--- src/source/decode_pkg.sv ---
package decode_pkg;

    localparam int REG_ID_W = 4;  // Segment bit plus 3 index bits
    localparam int FIELD_W  = 3;  // reg, rm and opcode register field
    localparam int MOD_W    = 2;

    // Displacement kind chosen by the classifier
    localparam logic [1:0] DISP_NONE  = 2'd0;
    localparam logic [1:0] DISP_MODRM = 2'd1;  // Follows mod and rm
    localparam logic [1:0] DISP_8     = 2'd2;  // Short branch
    localparam logic [1:0] DISP_16    = 2'd3;  // Near or far branch

    // Field that an operand id is taken from
    localparam logic [1:0] SEL_NONE  = 2'd0;
    localparam logic [1:0] SEL_REG   = 2'd1;
    localparam logic [1:0] SEL_RM    = 2'd2;
    localparam logic [1:0] SEL_OPREG = 2'd3;  // Opcode bits 2..0

    // Opcode with direction and width bits
    typedef struct packed {
        logic [5:0] op;
        logic       d;  // Set when REG is the destination
        logic       w;  // Set for word operands
    } opcode_fmt_t;

    // Opcode carrying a register index in its low bits
    typedef struct packed {
        logic [4:0]         op;
        logic [FIELD_W-1:0] rg;
    } opcode_reg_t;

    typedef union packed {
        opcode_fmt_t fmt;
        opcode_reg_t reg_form;
    } opcode_u;

endpackage

--- src/source/opcode_classifier.sv ---
module opcode_classifier
(
    input  logic                               clk,
    input  logic                               rst,
    input  logic                               in_valid,
    input  decode_pkg::opcode_u                opcode,
    output logic                               cls_valid,
    output logic                               cls_need_modrm,
    output logic [1:0]                         cls_disp_kind,
    output logic                               cls_need_imm,
    output logic                               cls_imm_size,
    output logic                               cls_byte_word,
    output logic [1:0]                         cls_dst_sel,
    output logic [1:0]                         cls_src_sel,
    output logic                               cls_dst_seg,
    output logic                               cls_src_seg,
    output logic [decode_pkg::FIELD_W-1:0]     cls_op_reg,
    output logic                               cls_unknown
);

    logic       need_modrm_c;
    logic [1:0] disp_kind_c;
    logic       need_imm_c;
    logic       imm_size_c;
    logic [1:0] dst_sel_c;
    logic [1:0] src_sel_c;
    logic       dst_seg_c;
    logic       src_seg_c;
    logic       unknown_c;
    logic       byte_word_c;
    logic [1:0] rmr_dst_sel;
    logic [1:0] rmr_src_sel;

    // D bit picks which ModR/M field is the destination
    assign rmr_dst_sel = opcode.fmt.d ? decode_pkg::SEL_REG : decode_pkg::SEL_RM;
    assign rmr_src_sel = opcode.fmt.d ? decode_pkg::SEL_RM : decode_pkg::SEL_REG;

    // MOV R-IMM and the 8C..8F block carry W in bit 3
    assign byte_word_c = (opcode.reg_form.op[4:1] == 4'b1011 || opcode.fmt.op == 6'b100011)
                       ? opcode.reg_form.op[0] : opcode.fmt.w;

    always_comb
    begin
        need_modrm_c = 1'b0;
        disp_kind_c  = decode_pkg::DISP_NONE;
        need_imm_c   = 1'b0;
        imm_size_c   = 1'b0;
        dst_sel_c    = decode_pkg::SEL_NONE;
        src_sel_c    = decode_pkg::SEL_NONE;
        dst_seg_c    = 1'b0;
        src_seg_c    = 1'b0;
        unknown_c    = 1'b0;

        // First match wins
        casez (opcode)
            8'b00??_?0??,  // ALU R/M-R
            8'b1000_01??,  // TEST, XCHG R/M-R
            8'b1000_10??:  // MOV R/M-R
            begin
                need_modrm_c = 1'b1;
                disp_kind_c  = decode_pkg::DISP_MODRM;
                dst_sel_c    = rmr_dst_sel;
                src_sel_c    = rmr_src_sel;
            end

            8'b00??_?10?:  // ALU ACC-IMM
            begin
                need_imm_c = 1'b1;
                imm_size_c = opcode.fmt.w;
            end

            8'b000?_?11?,  // PUSH/POP sreg
            8'b001?_?110,  // Segment prefix
            8'b001?_?111,  // Decimal adjust
            8'b1001_100?,  // CBW/CWD
            8'b1001_1011,  // WAIT
            8'b1001_11??,  // PUSHF/POPF/SAHF/LAHF
            8'b1100_0011,  // RET
            8'b1100_1011,  // RET far
            8'b1111_0011,  // REP
            8'b1111_1010,  // CLI
            8'b1111_1100:  // CLD
            begin
                need_modrm_c = 1'b0;  // Nothing follows the opcode
            end

            8'b010?_????,  // INC/DEC/PUSH/POP reg16
            8'b1001_0???:  // NOP, XCHG ACC
            begin
                src_sel_c = decode_pkg::SEL_OPREG;
            end

            8'b0111_????,  // Jcc short
            8'b1110_1011:  // JMP short
            begin
                disp_kind_c = decode_pkg::DISP_8;
            end

            8'b1000_00??:  // ALU R/M-IMM
            begin
                need_modrm_c = 1'b1;
                disp_kind_c  = decode_pkg::DISP_MODRM;
                need_imm_c   = 1'b1;
                imm_size_c   = ~opcode.fmt.d & opcode.fmt.w;  // 83 sign-extends imm8
                dst_sel_c    = decode_pkg::SEL_RM;
            end

            8'b1000_11?0:  // MOV R/M-sreg
            begin
                need_modrm_c = 1'b1;
                disp_kind_c  = decode_pkg::DISP_MODRM;
                dst_sel_c    = rmr_dst_sel;
                src_sel_c    = rmr_src_sel;
                dst_seg_c    = opcode.fmt.d;   // Segment reg always sits in REG
                src_seg_c    = ~opcode.fmt.d;
            end

            8'b1001_1010,  // CALL far
            8'b1110_1010:  // JMP far
            begin
                disp_kind_c = decode_pkg::DISP_16;  // Offset, then segment as imm16
                need_imm_c  = 1'b1;
                imm_size_c  = 1'b1;
            end

            8'b1011_????:  // MOV R-IMM
            begin
                need_imm_c = 1'b1;
                imm_size_c = byte_word_c;
                dst_sel_c  = decode_pkg::SEL_OPREG;
            end

            8'b1100_000?:  // Shift R/M by imm8
            begin
                need_modrm_c = 1'b1;
                disp_kind_c  = decode_pkg::DISP_MODRM;
                need_imm_c   = 1'b1;
                dst_sel_c    = decode_pkg::SEL_RM;
                src_sel_c    = decode_pkg::SEL_RM;
            end

            8'b1100_011?:  // MOV IMM-to-R/M
            begin
                need_modrm_c = 1'b1;
                disp_kind_c  = decode_pkg::DISP_MODRM;
                need_imm_c   = 1'b1;
                imm_size_c   = opcode.fmt.w;
                dst_sel_c    = decode_pkg::SEL_RM;
            end

            8'b1110_1001:  // JMP near
            begin
                disp_kind_c = decode_pkg::DISP_16;
            end

            8'b1110_01??:  // IN/OUT port imm8
            begin
                need_imm_c = 1'b1;
            end

            8'b1101_00??:  // Shift R/M by 1 or CL
            begin
                need_modrm_c = 1'b1;
                disp_kind_c  = decode_pkg::DISP_MODRM;
                dst_sel_c    = decode_pkg::SEL_RM;
                src_sel_c    = decode_pkg::SEL_RM;
            end

            default:
            begin
                unknown_c = 1'b1;
            end
        endcase
    end

    always_ff @(posedge clk)
    begin
        if (rst)
        begin
            cls_valid      <= 1'b0;
            cls_need_modrm <= 1'b0;
            cls_disp_kind  <= decode_pkg::DISP_NONE;
            cls_need_imm   <= 1'b0;
            cls_imm_size   <= 1'b0;
            cls_byte_word  <= 1'b0;
            cls_dst_sel    <= decode_pkg::SEL_NONE;
            cls_src_sel    <= decode_pkg::SEL_NONE;
            cls_dst_seg    <= 1'b0;
            cls_src_seg    <= 1'b0;
            cls_op_reg     <= '0;
            cls_unknown    <= 1'b0;
        end
        else
        begin
            cls_valid <= in_valid;
            if (in_valid)
            begin
                cls_need_modrm <= need_modrm_c;
                cls_disp_kind  <= disp_kind_c;
                cls_need_imm   <= need_imm_c;
                cls_imm_size   <= imm_size_c;
                cls_byte_word  <= byte_word_c;
                cls_dst_sel    <= dst_sel_c;
                cls_src_sel    <= src_sel_c;
                cls_dst_seg    <= dst_seg_c;
                cls_src_seg    <= src_seg_c;
                cls_op_reg     <= opcode.reg_form.rg;
                cls_unknown    <= unknown_c;
            end
        end
    end

endmodule

--- src/source/modrm_fields.sv ---
module modrm_fields
(
    input  logic                           clk,
    input  logic                           rst,
    input  logic                           in_valid,
    input  logic [7:0]                     modrm,
    output logic [decode_pkg::FIELD_W-1:0] mrm_reg,
    output logic [decode_pkg::FIELD_W-1:0] mrm_rm,
    output logic                           mrm_disp_need,
    output logic                           mrm_disp16
);

    logic [decode_pkg::MOD_W-1:0]   mod_f;
    logic [decode_pkg::FIELD_W-1:0] rm_f;
    logic                           direct;

    assign mod_f = modrm[7:6];
    assign rm_f  = modrm[2:0];

    // mod 00 with rm 110 is a bare 16-bit address
    assign direct = (mod_f == 2'b00) && (rm_f == 3'b110);

    always_ff @(posedge clk)
    begin
        if (rst)
        begin
            mrm_reg       <= '0;
            mrm_rm        <= '0;
            mrm_disp_need <= 1'b0;
            mrm_disp16    <= 1'b0;
        end
        else if (in_valid)
        begin
            mrm_reg       <= modrm[5:3];
            mrm_rm        <= rm_f;
            mrm_disp_need <= direct | (^mod_f);  // mod 01 and 10 carry disp
            mrm_disp16    <= direct | (mod_f == 2'b10);
        end
    end

endmodule

--- src/source/operand_resolver.sv ---
module operand_resolver
(
    input  logic                            clk,
    input  logic                            rst,
    input  logic                            cls_valid,
    input  logic                            cls_need_modrm,
    input  logic [1:0]                      cls_disp_kind,
    input  logic                            cls_need_imm,
    input  logic                            cls_imm_size,
    input  logic                            cls_byte_word,
    input  logic [1:0]                      cls_dst_sel,
    input  logic [1:0]                      cls_src_sel,
    input  logic                            cls_dst_seg,
    input  logic                            cls_src_seg,
    input  logic [decode_pkg::FIELD_W-1:0]  cls_op_reg,
    input  logic                            cls_unknown,
    input  logic [decode_pkg::FIELD_W-1:0]  mrm_reg,
    input  logic [decode_pkg::FIELD_W-1:0]  mrm_rm,
    input  logic                            mrm_disp_need,
    input  logic                            mrm_disp16,
    output logic                            out_valid,
    output logic                            need_modrm,
    output logic                            need_disp,
    output logic                            disp_size,
    output logic                            need_imm,
    output logic                            imm_size,
    output logic                            byte_word,
    output logic                            unknown,
    output logic [decode_pkg::REG_ID_W-1:0] dst,
    output logic [decode_pkg::REG_ID_W-1:0] src
);

    logic                            need_disp_c;
    logic                            disp_size_c;
    logic [decode_pkg::REG_ID_W-1:0] dst_c;
    logic [decode_pkg::REG_ID_W-1:0] src_c;

    function automatic logic [decode_pkg::REG_ID_W-1:0] build_id
    (
        input logic [1:0]                     sel,
        input logic                           seg,
        input logic [decode_pkg::FIELD_W-1:0] reg_f,
        input logic [decode_pkg::FIELD_W-1:0] rm_f,
        input logic [decode_pkg::FIELD_W-1:0] op_f
    );
        logic [decode_pkg::FIELD_W-1:0] field;

        case (sel)
            decode_pkg::SEL_REG:   field = reg_f;
            decode_pkg::SEL_RM:    field = rm_f;
            decode_pkg::SEL_OPREG: field = op_f;
            default:               field = '0;
        endcase
        return (sel == decode_pkg::SEL_NONE) ? '0 : {seg, field};
    endfunction

    always_comb
    begin
        case (cls_disp_kind)
            decode_pkg::DISP_MODRM:
            begin
                need_disp_c = mrm_disp_need;
                disp_size_c = mrm_disp16;
            end
            decode_pkg::DISP_8:
            begin
                need_disp_c = 1'b1;
                disp_size_c = 1'b0;
            end
            decode_pkg::DISP_16:
            begin
                need_disp_c = 1'b1;
                disp_size_c = 1'b1;
            end
            default:
            begin
                need_disp_c = 1'b0;
                disp_size_c = 1'b0;
            end
        endcase

        dst_c = build_id(cls_dst_sel, cls_dst_seg, mrm_reg, mrm_rm, cls_op_reg);
        src_c = build_id(cls_src_sel, cls_src_seg, mrm_reg, mrm_rm, cls_op_reg);
    end

    always_ff @(posedge clk)
    begin
        if (rst)
        begin
            out_valid  <= 1'b0;
            need_modrm <= 1'b0;
            need_disp  <= 1'b0;
            disp_size  <= 1'b0;
            need_imm   <= 1'b0;
            imm_size   <= 1'b0;
            byte_word  <= 1'b0;
            unknown    <= 1'b0;
            dst        <= '0;
            src        <= '0;
        end
        else
        begin
            out_valid <= cls_valid;
            if (cls_valid)  // Hold last result between strobes
            begin
                need_modrm <= cls_need_modrm;
                need_disp  <= need_disp_c;
                disp_size  <= disp_size_c;
                need_imm   <= cls_need_imm;
                imm_size   <= cls_imm_size;
                byte_word  <= cls_byte_word;
                unknown    <= cls_unknown;
                dst        <= dst_c;
                src        <= src_c;
            end
        end
    end

endmodule

--- src/source/instr_decoder.sv ---
module instr_decoder
(
    input  logic                            clk,
    input  logic                            rst,
    input  logic                            in_valid,
    input  logic [7:0]                      opcode,
    input  logic [7:0]                      modrm,
    output logic                            out_valid,
    output logic                            need_modrm,
    output logic                            need_disp,
    output logic                            disp_size,
    output logic                            need_imm,
    output logic                            imm_size,
    output logic                            byte_word,
    output logic                            unknown,
    output logic [decode_pkg::REG_ID_W-1:0] dst,
    output logic [decode_pkg::REG_ID_W-1:0] src
);

    logic                           cls_valid;
    logic                           cls_need_modrm;
    logic [1:0]                     cls_disp_kind;
    logic                           cls_need_imm;
    logic                           cls_imm_size;
    logic                           cls_byte_word;
    logic [1:0]                     cls_dst_sel;
    logic [1:0]                     cls_src_sel;
    logic                           cls_dst_seg;
    logic                           cls_src_seg;
    logic [decode_pkg::FIELD_W-1:0] cls_op_reg;
    logic                           cls_unknown;
    logic [decode_pkg::FIELD_W-1:0] mrm_reg;
    logic [decode_pkg::FIELD_W-1:0] mrm_rm;
    logic                           mrm_disp_need;
    logic                           mrm_disp16;

    // Stage 1, opcode side
    opcode_classifier i_classifier
    (
        .clk            (clk),
        .rst            (rst),
        .in_valid       (in_valid),
        .opcode         (opcode),
        .cls_valid      (cls_valid),
        .cls_need_modrm (cls_need_modrm),
        .cls_disp_kind  (cls_disp_kind),
        .cls_need_imm   (cls_need_imm),
        .cls_imm_size   (cls_imm_size),
        .cls_byte_word  (cls_byte_word),
        .cls_dst_sel    (cls_dst_sel),
        .cls_src_sel    (cls_src_sel),
        .cls_dst_seg    (cls_dst_seg),
        .cls_src_seg    (cls_src_seg),
        .cls_op_reg     (cls_op_reg),
        .cls_unknown    (cls_unknown)
    );

    // Stage 1, ModR/M side
    modrm_fields i_modrm
    (
        .clk           (clk),
        .rst           (rst),
        .in_valid      (in_valid),
        .modrm         (modrm),
        .mrm_reg       (mrm_reg),
        .mrm_rm        (mrm_rm),
        .mrm_disp_need (mrm_disp_need),
        .mrm_disp16    (mrm_disp16)
    );

    // Stage 2
    operand_resolver i_resolver
    (
        .clk            (clk),
        .rst            (rst),
        .cls_valid      (cls_valid),
        .cls_need_modrm (cls_need_modrm),
        .cls_disp_kind  (cls_disp_kind),
        .cls_need_imm   (cls_need_imm),
        .cls_imm_size   (cls_imm_size),
        .cls_byte_word  (cls_byte_word),
        .cls_dst_sel    (cls_dst_sel),
        .cls_src_sel    (cls_src_sel),
        .cls_dst_seg    (cls_dst_seg),
        .cls_src_seg    (cls_src_seg),
        .cls_op_reg     (cls_op_reg),
        .cls_unknown    (cls_unknown),
        .mrm_reg        (mrm_reg),
        .mrm_rm         (mrm_rm),
        .mrm_disp_need  (mrm_disp_need),
        .mrm_disp16     (mrm_disp16),
        .out_valid      (out_valid),
        .need_modrm     (need_modrm),
        .need_disp      (need_disp),
        .disp_size      (disp_size),
        .need_imm       (need_imm),
        .imm_size       (imm_size),
        .byte_word      (byte_word),
        .unknown        (unknown),
        .dst            (dst),
        .src            (src)
    );

endmodule

--- config.mk ---
export PLATFORM = sky130hd
export DESIGN_NAME = instr_decoder
export DESIGN_NICKNAME = d
export VERILOG_FILES = /design/src/source/decode_pkg.sv /design/src/source/opcode_classifier.sv /design/src/source/modrm_fields.sv /design/src/source/operand_resolver.sv /design/src/source/instr_decoder.sv
export SDC_FILE = /design/constraint.sdc
export NUM_CORES = 1
export LEC_CHECK = 0
export BUFFER_PORTS_ARGS = -buffer_cell sky130_fd_sc_hd__buf_2
export CORE_UTILIZATION = 35
export DETAILED_ROUTE_END_ITERATION = 10
export GPL_TIMING_DRIVEN = 0
export PLACE_DENSITY = 0.6
export SLEW_MARGIN = 10
export SYNTH_ARGS = -nofsm -noshare
export SYNTH_HDL_FRONTEND = slang
export SYNTH_SLANG_ARGS = --single-unit
--- constraint.sdc ---
create_clock -name clk -period 1.61 [get_ports clk]
set_clock_uncertainty 0.2 [all_clocks]
set_input_delay 0 -clock clk [delete_from_list [all_inputs] [get_ports clk]]
set_output_delay 0 -clock clk [all_outputs]
set_load 0.02 [all_outputs]
# After elaboration in Yosys (flattened, before gate mapping)
# Cells that the tools add are included.
[word_totals] register_bits=41 latch_bits=0 ram_bits=0 mem_bits_ro=0 inputBits=19 out_inout_bits=16 elab_cells=107 mem_count=0
[classes] addsub=0 mul=0 div_mod_pow=0 order_cmp=0 n_eq_ne=40 shift=0 muxes=18 n_bitwise=4 n_reduce_logical=19
[op_table] op="equality test 8 bit (second input constant)" n=10
[op_table] op="equality test 6 bit (second input constant)" n=7
[op_table] op="OR reduction 29 bit" n=1
[op_table] op="equality test 7 bit (second input constant)" n=4
[op_table] op="one-hot mux 2 bit (3 select lines)" n=3
[op_table] op="one-hot mux 3 bit (3 select lines)" n=2
[op_table] op="OR reduction 8 bit" n=2
[op_table] op="equality test 2 bit (second input constant)" n=7
[op_table] op="equality test 6 x 4 -> 1 bit (second input constant)" n=2
[op_table] op="OR reduction 2 bit" n=6
[op_table] op="two-way mux 4 bit" n=2
[op_table] op="OR reduction 4 bit" n=2
[op_table] op="equality test 2 x 1 -> 1 bit (second input constant)" n=3
[op_table] op="zero test 2 bit" n=3
[op_table] op="two-way mux 1 bit" n=6
[op_table] op="equality test 5 x 2 -> 1 bit (second input constant)" n=1
[op_table] op="equality test 5 bit (second input constant)" n=1
[op_table] op="equality test 4 x 2 -> 1 bit (second input constant)" n=1
[op_table] op="equality test 4 x 3 -> 1 bit (second input constant)" n=1
[op_table] op="equality test 4 bit (second input constant)" n=1
[op_table] op="two-way mux 2 bit" n=2
[op_table] op="one-hot mux 1 bit (2 select lines)" n=2
[op_table] op="one-hot mux 1 bit (4 select lines)" n=1
[op_table] op="equality test 3 x 2 -> 1 bit (second input constant)" n=1
[op_table] op="9 further kinds" n=10

# Longest topological paths before layout
[logic_depth] depth_word=4 mapped_depth=7 mapped_depth_nobuf=6

# By module
# Synthesis repeated with hierarchy kept, for this count alone.
[unflattened] hier_cells=248 area_unflattened_um2=2212.1
[by_module_without_submodules] mod="opcode_classifier" n_inst=1 cells_each=137 area_each_um2=1136.1 seq_area_each_um2=340.3
[by_module_without_submodules] mod="operand_resolver" n_inst=1 cells_each=78 area_each_um2=744.5 seq_area_each_um2=320.3
[by_module_without_submodules] mod="modrm_fields" n_inst=1 cells_each=33 area_each_um2=331.6 seq_area_each_um2=160.2

# Worst setup path before layout
# Ideal clock, no wire load.
[synth_path] kind="register -> register" startpoint="reg i_classifier.cls_valid" endpoint="reg i_resolver.imm_size" setup_ps=128 t_arrival_ps=1111 path_slack_ps=171 path_stages_with_launch=5 path_buffers=2 cell_sequence="dfxtp_1 > clkbuf_1 > clkbuf_1 > mux2i_1 > nor2_1"
[synth_lines] element="start: declaration" line_no="opcode_classifier.sv:7" text="output logic cls_valid,"
[synth_lines] element="start signal: assignment" line_no="opcode_classifier.sv:195" text="cls_valid <= in_valid;"
[synth_lines] element="end signal: assignment" line_no="operand_resolver.sv:110" text="imm_size <= cls_imm_size;"
[synth_lines] element="end: declaration" line_no="operand_resolver.sv:26" text="output logic imm_size,"

# Final worst setup path
[layout_path] startpoint="in opcode[4]" endpoint="reg i_classifier.cls_byte_word"
[layout_between] elab_chain_cells=3
[layout_rtl] element="start: declaration" line_no="instr_decoder.sv:6" text="input logic [7:0] opcode,"
[layout_rtl] element="equality test 6 bit or equality test 4 bit (tied branches)" line_no="opcode_classifier.sv:39" text="assign byte_word_c = (opcode.reg_form.op[4:1] == 4'b1011 || opcode.fmt.op == 6'b100011)"
[layout_rtl] element="logical OR 1 bit (*)" line_no="opcode_classifier.sv:39"
[layout_rtl] element="two-way mux 1 bit (*)" line_no="opcode_classifier.sv:40" text="? opcode.reg_form.op[0] : opcode.fmt.w;"
[layout_rtl] element="end signal: assignment" line_no="opcode_classifier.sv:202" text="cls_byte_word <= byte_word_c;"
[layout_rtl] element="end: declaration" line_no="opcode_classifier.sv:12" text="output logic cls_byte_word,"
# Mark *: on every way between the ends. The rest lies on a longest branch, timed or not.
# A chain may end at the register's enable or synchronous reset.

==> reports/results.ini <==
[detailed_routing]
drc = 0
num_vias = 1945
first_pass_iters = 4
dr.first_iter.drc_count = 123
wire_per_inst_um = 14.79
drt_wl_total_mm = 5.414
routed_via_density = 5.314
postRouteAntennaNets = 0

[pwr]
p_leak_uw = 0.001046
swShare_pct = 27.80
p_switching_uw = 592.5
power_frac_comb_pct = 17.8
ir_drop_mv = 0.4357
power_frac_seq_pct = 52.0
p_total_uw = 2131
power_density_nw_per_um2 = 831.6
p_clk_share_pct = 30.2
p_int_uw = 1539

[global_route]
grt_pass1_wl_mm = 9.204
grt_pass1_vias = 1897
grt_overflow = 0
antenna_found_initial = 0
grt_usage_pct = 18.87
grt_start_max_net_pins = 12

[synth]
ys_types = 53
avgSynthCellArea_um2 = 8.601
synth_ff_type = dfxtp_1
yosysSeqAreaShare_pct = 38.79
synth.net_count = 267
synth_edf_count = 0
ys_warn_count = 0
async_reset_ff_share_pct = 0
syn_area_um2 = 2116
synth_seq_cells = 41
synthCells = 246

[critical_path]
path_buf_inv = 2
worstPathCellList = buf_2, nor2b_4, dlygate4sd3_1, nand3_1, a32oi_2, a211oi_1
cp_num_cells = 6
crit_path_start_kind = input pin
path_max_fanout = 7
path_class = input pin to flip-flop
r2r_cells = 3
reg2reg_from = i_classifier.cls_src_sel[0]
cp_slowest_cell = dlygate4sd3_1
critPathLaunch = opcode[4]
crit_arrival_ps = 1470
critical-path-top-delay-family = buffers and inverters
cp.required_ps = 1560
cp-end-kind = flip-flop
critPathMaxStageDelay_ps = 600

[cts]
cts_tree = done
cts_sinks = 41
clk_pin_slew_worst_paths_ps = 70
cts.htree.levels = 2
numCtsBuffers = 5
clock_latency_ps = 300
cts_buffer_depth = 2
root_buffer = clkbuf_8

[timing]
fin_tns_setup_ps = 0
finalSetupViolations = 0
fmax_mhz = 655.9
hold_viol = 0
finalCritPeriodShare_pct = 94.69
grt_setup_unrepaired = false
drv_slew = 0
max_slew.worst_pin.slew_ps = 707.1
fin_crit_ps = 1525
relSlewSlack_pct = 52.86

[layout]
area_growth_pct = 21.11
finalNonFillerCells = 366
final_nets = 314
drive_gt1_share_pct = 21.77
diodes = 0
top_regs = i_resolver.dst: 4 flops, i_resolver.src: 4 flops

[floorplan]
core_area_um2 = 5675
start_util_pct = 37.28
die_x_um = 79.75
die_area_um2 = 6360
boundaryPins = 35
row_count = 27
die_h_um = 79.75

[place]
gp_congestion = 0.9385
place_inst = 349
hpwlAfterDp_mm = 3.802
port-buffer-count = 31

[hold_path]
min_path_cells = 5
worstHoldPathType = input pin to flip-flop
hp-start = opcode[0]

[flow_run]
drv_cap = 0

[status]
status = finished, final reports clean

-- worst reg2reg max path, cell delays in order, from the launching register on --
cell and delay (ps):
dfxtp_1 470, mux2_2 370, a22oi_1 200, a211oi_1 100
-- power by group through the flow --
stage | registers [uW] | logic, uW | clock network (uW)
after global placement | 1120 | 357 | 0
after global routing | 1120 | 420 | 708
after detailed placement | 1120 | 360 | 0
after floorplan | 1130 | 239 | 0
after CTS | 1100 | 380 | 656
final | 1110 | 379 | 644
-- through the flow --
step | hold slack (ps) | util (%) | cell area, um2 | setup WS [ps]
finish | 9.000 | 45.15 | 2562 | 85.48
global route | 37.89 | 45.15 | 2562 | 4.371
CTS | 3.816 | 45.08 | 2559 | 35.18
detailed placement | 40.60 | 41.60 | 2361 | -153.7
global placement | 33.77 | 41.60 | 2361 | -158.6
floorplan | -52.59 | - | 2116 | 171.4
-- repair_timing --
item                       in CTS  in global routing
gates resized for setup         1                  5
hold endpoints to repair       18                  0
pin swaps                       0                  0
setup endpoints to repair      10                 15
hold buffers                   12                  0
setup buffers                   0                  0
-- cell usage after synthesis (all sizes together), types with 2 or more instances --
cell,number,area share [%]
inv,6,1.1
o21a,2,0.71
dfxtp,41,39
a31oi,2,0.59
nor2,44,7.8
o31ai,2,0.95
o211ai,3,1.1
mux2,6,3.2
a21boi,2,0.71
nand2b,4,1.2
nor3,6,1.4
clkbuf,10,1.8
a22oi,4,1.4
buf,13,3.6
nand4b,2,0.83
nand2,12,2.1
nand3,7,1.7
ha,2,1.2
a21oi,10,2.4
and3,2,0.59
nand4,3,0.89
nor2b,9,3.4
a211oi,13,5.3
o21ai,4,0.95
mux2i,15,7.1
a311oi,4,2.0
-- placed cells by master (no fill, tap or decap), types with 3 or more instances in the layout --
master and n:
nor2_1 44, dfxtp_1 41, buf_2 38, mux2i_1 15, nand2_1 12, dlygate4sd3_1 12
a21oi_1 10, a211oi_1 10, clkbuf_1 8, nor2b_1 7, nand3_1 7, mux2_2 6
nor3_1 6, clkbuf_8 5, inv_1 4, a22oi_1 4, nand2b_1 4, buf_1 3
a311oi_1 3, nand4_1 3, a211oi_2 3, o211ai_1 3, o21ai_0 3
-- final cells by class --
cell class,instances,area [um2]
plain buffers,20,107.6
clock buffers,8,80.08
fillers,584,3113
inverters,6,22.52
multi-input cells,176,1166
flip-flops and latches,41,820.8
well taps,72,90.09
repair buffers,43,275.3
-- cell families after synthesis --
group           count (synthesis)  synth area share [%]
fa+ha+maj                       2                 1.183
compound gates                 56                 20.28
xor+xnor                        1                0.4140
buf+inv                        29                 6.446
mux                            21                 10.29
flops                          41                 38.79
simple gates                   96                 22.59
-- final timing paths --
kind | slack, ps | to
max reg2reg | 130 | i_resolver.src[1]
max | 90 | i_classifier.cls_byte_word
min reg2reg | 270 | i_resolver.disp_size
min | 9 | i_classifier.cls_dst_seg
-- layer usage --
metal | GRT usage, % | share of wire [%] | vias to the layer above | wire length, um
met5 | 0 | 0 | - | 0
met1 | 24.60 | 50 | 892 | 2689
met3 | 3.771 | 5.0 | 12 | 272
met2 | 30.34 | 43 | 68 | 2336
li1 | - | - | 973 | -
met4 | 7.500 | 2.1 | 0 | 114
Power figures use the tool's default switching activity.
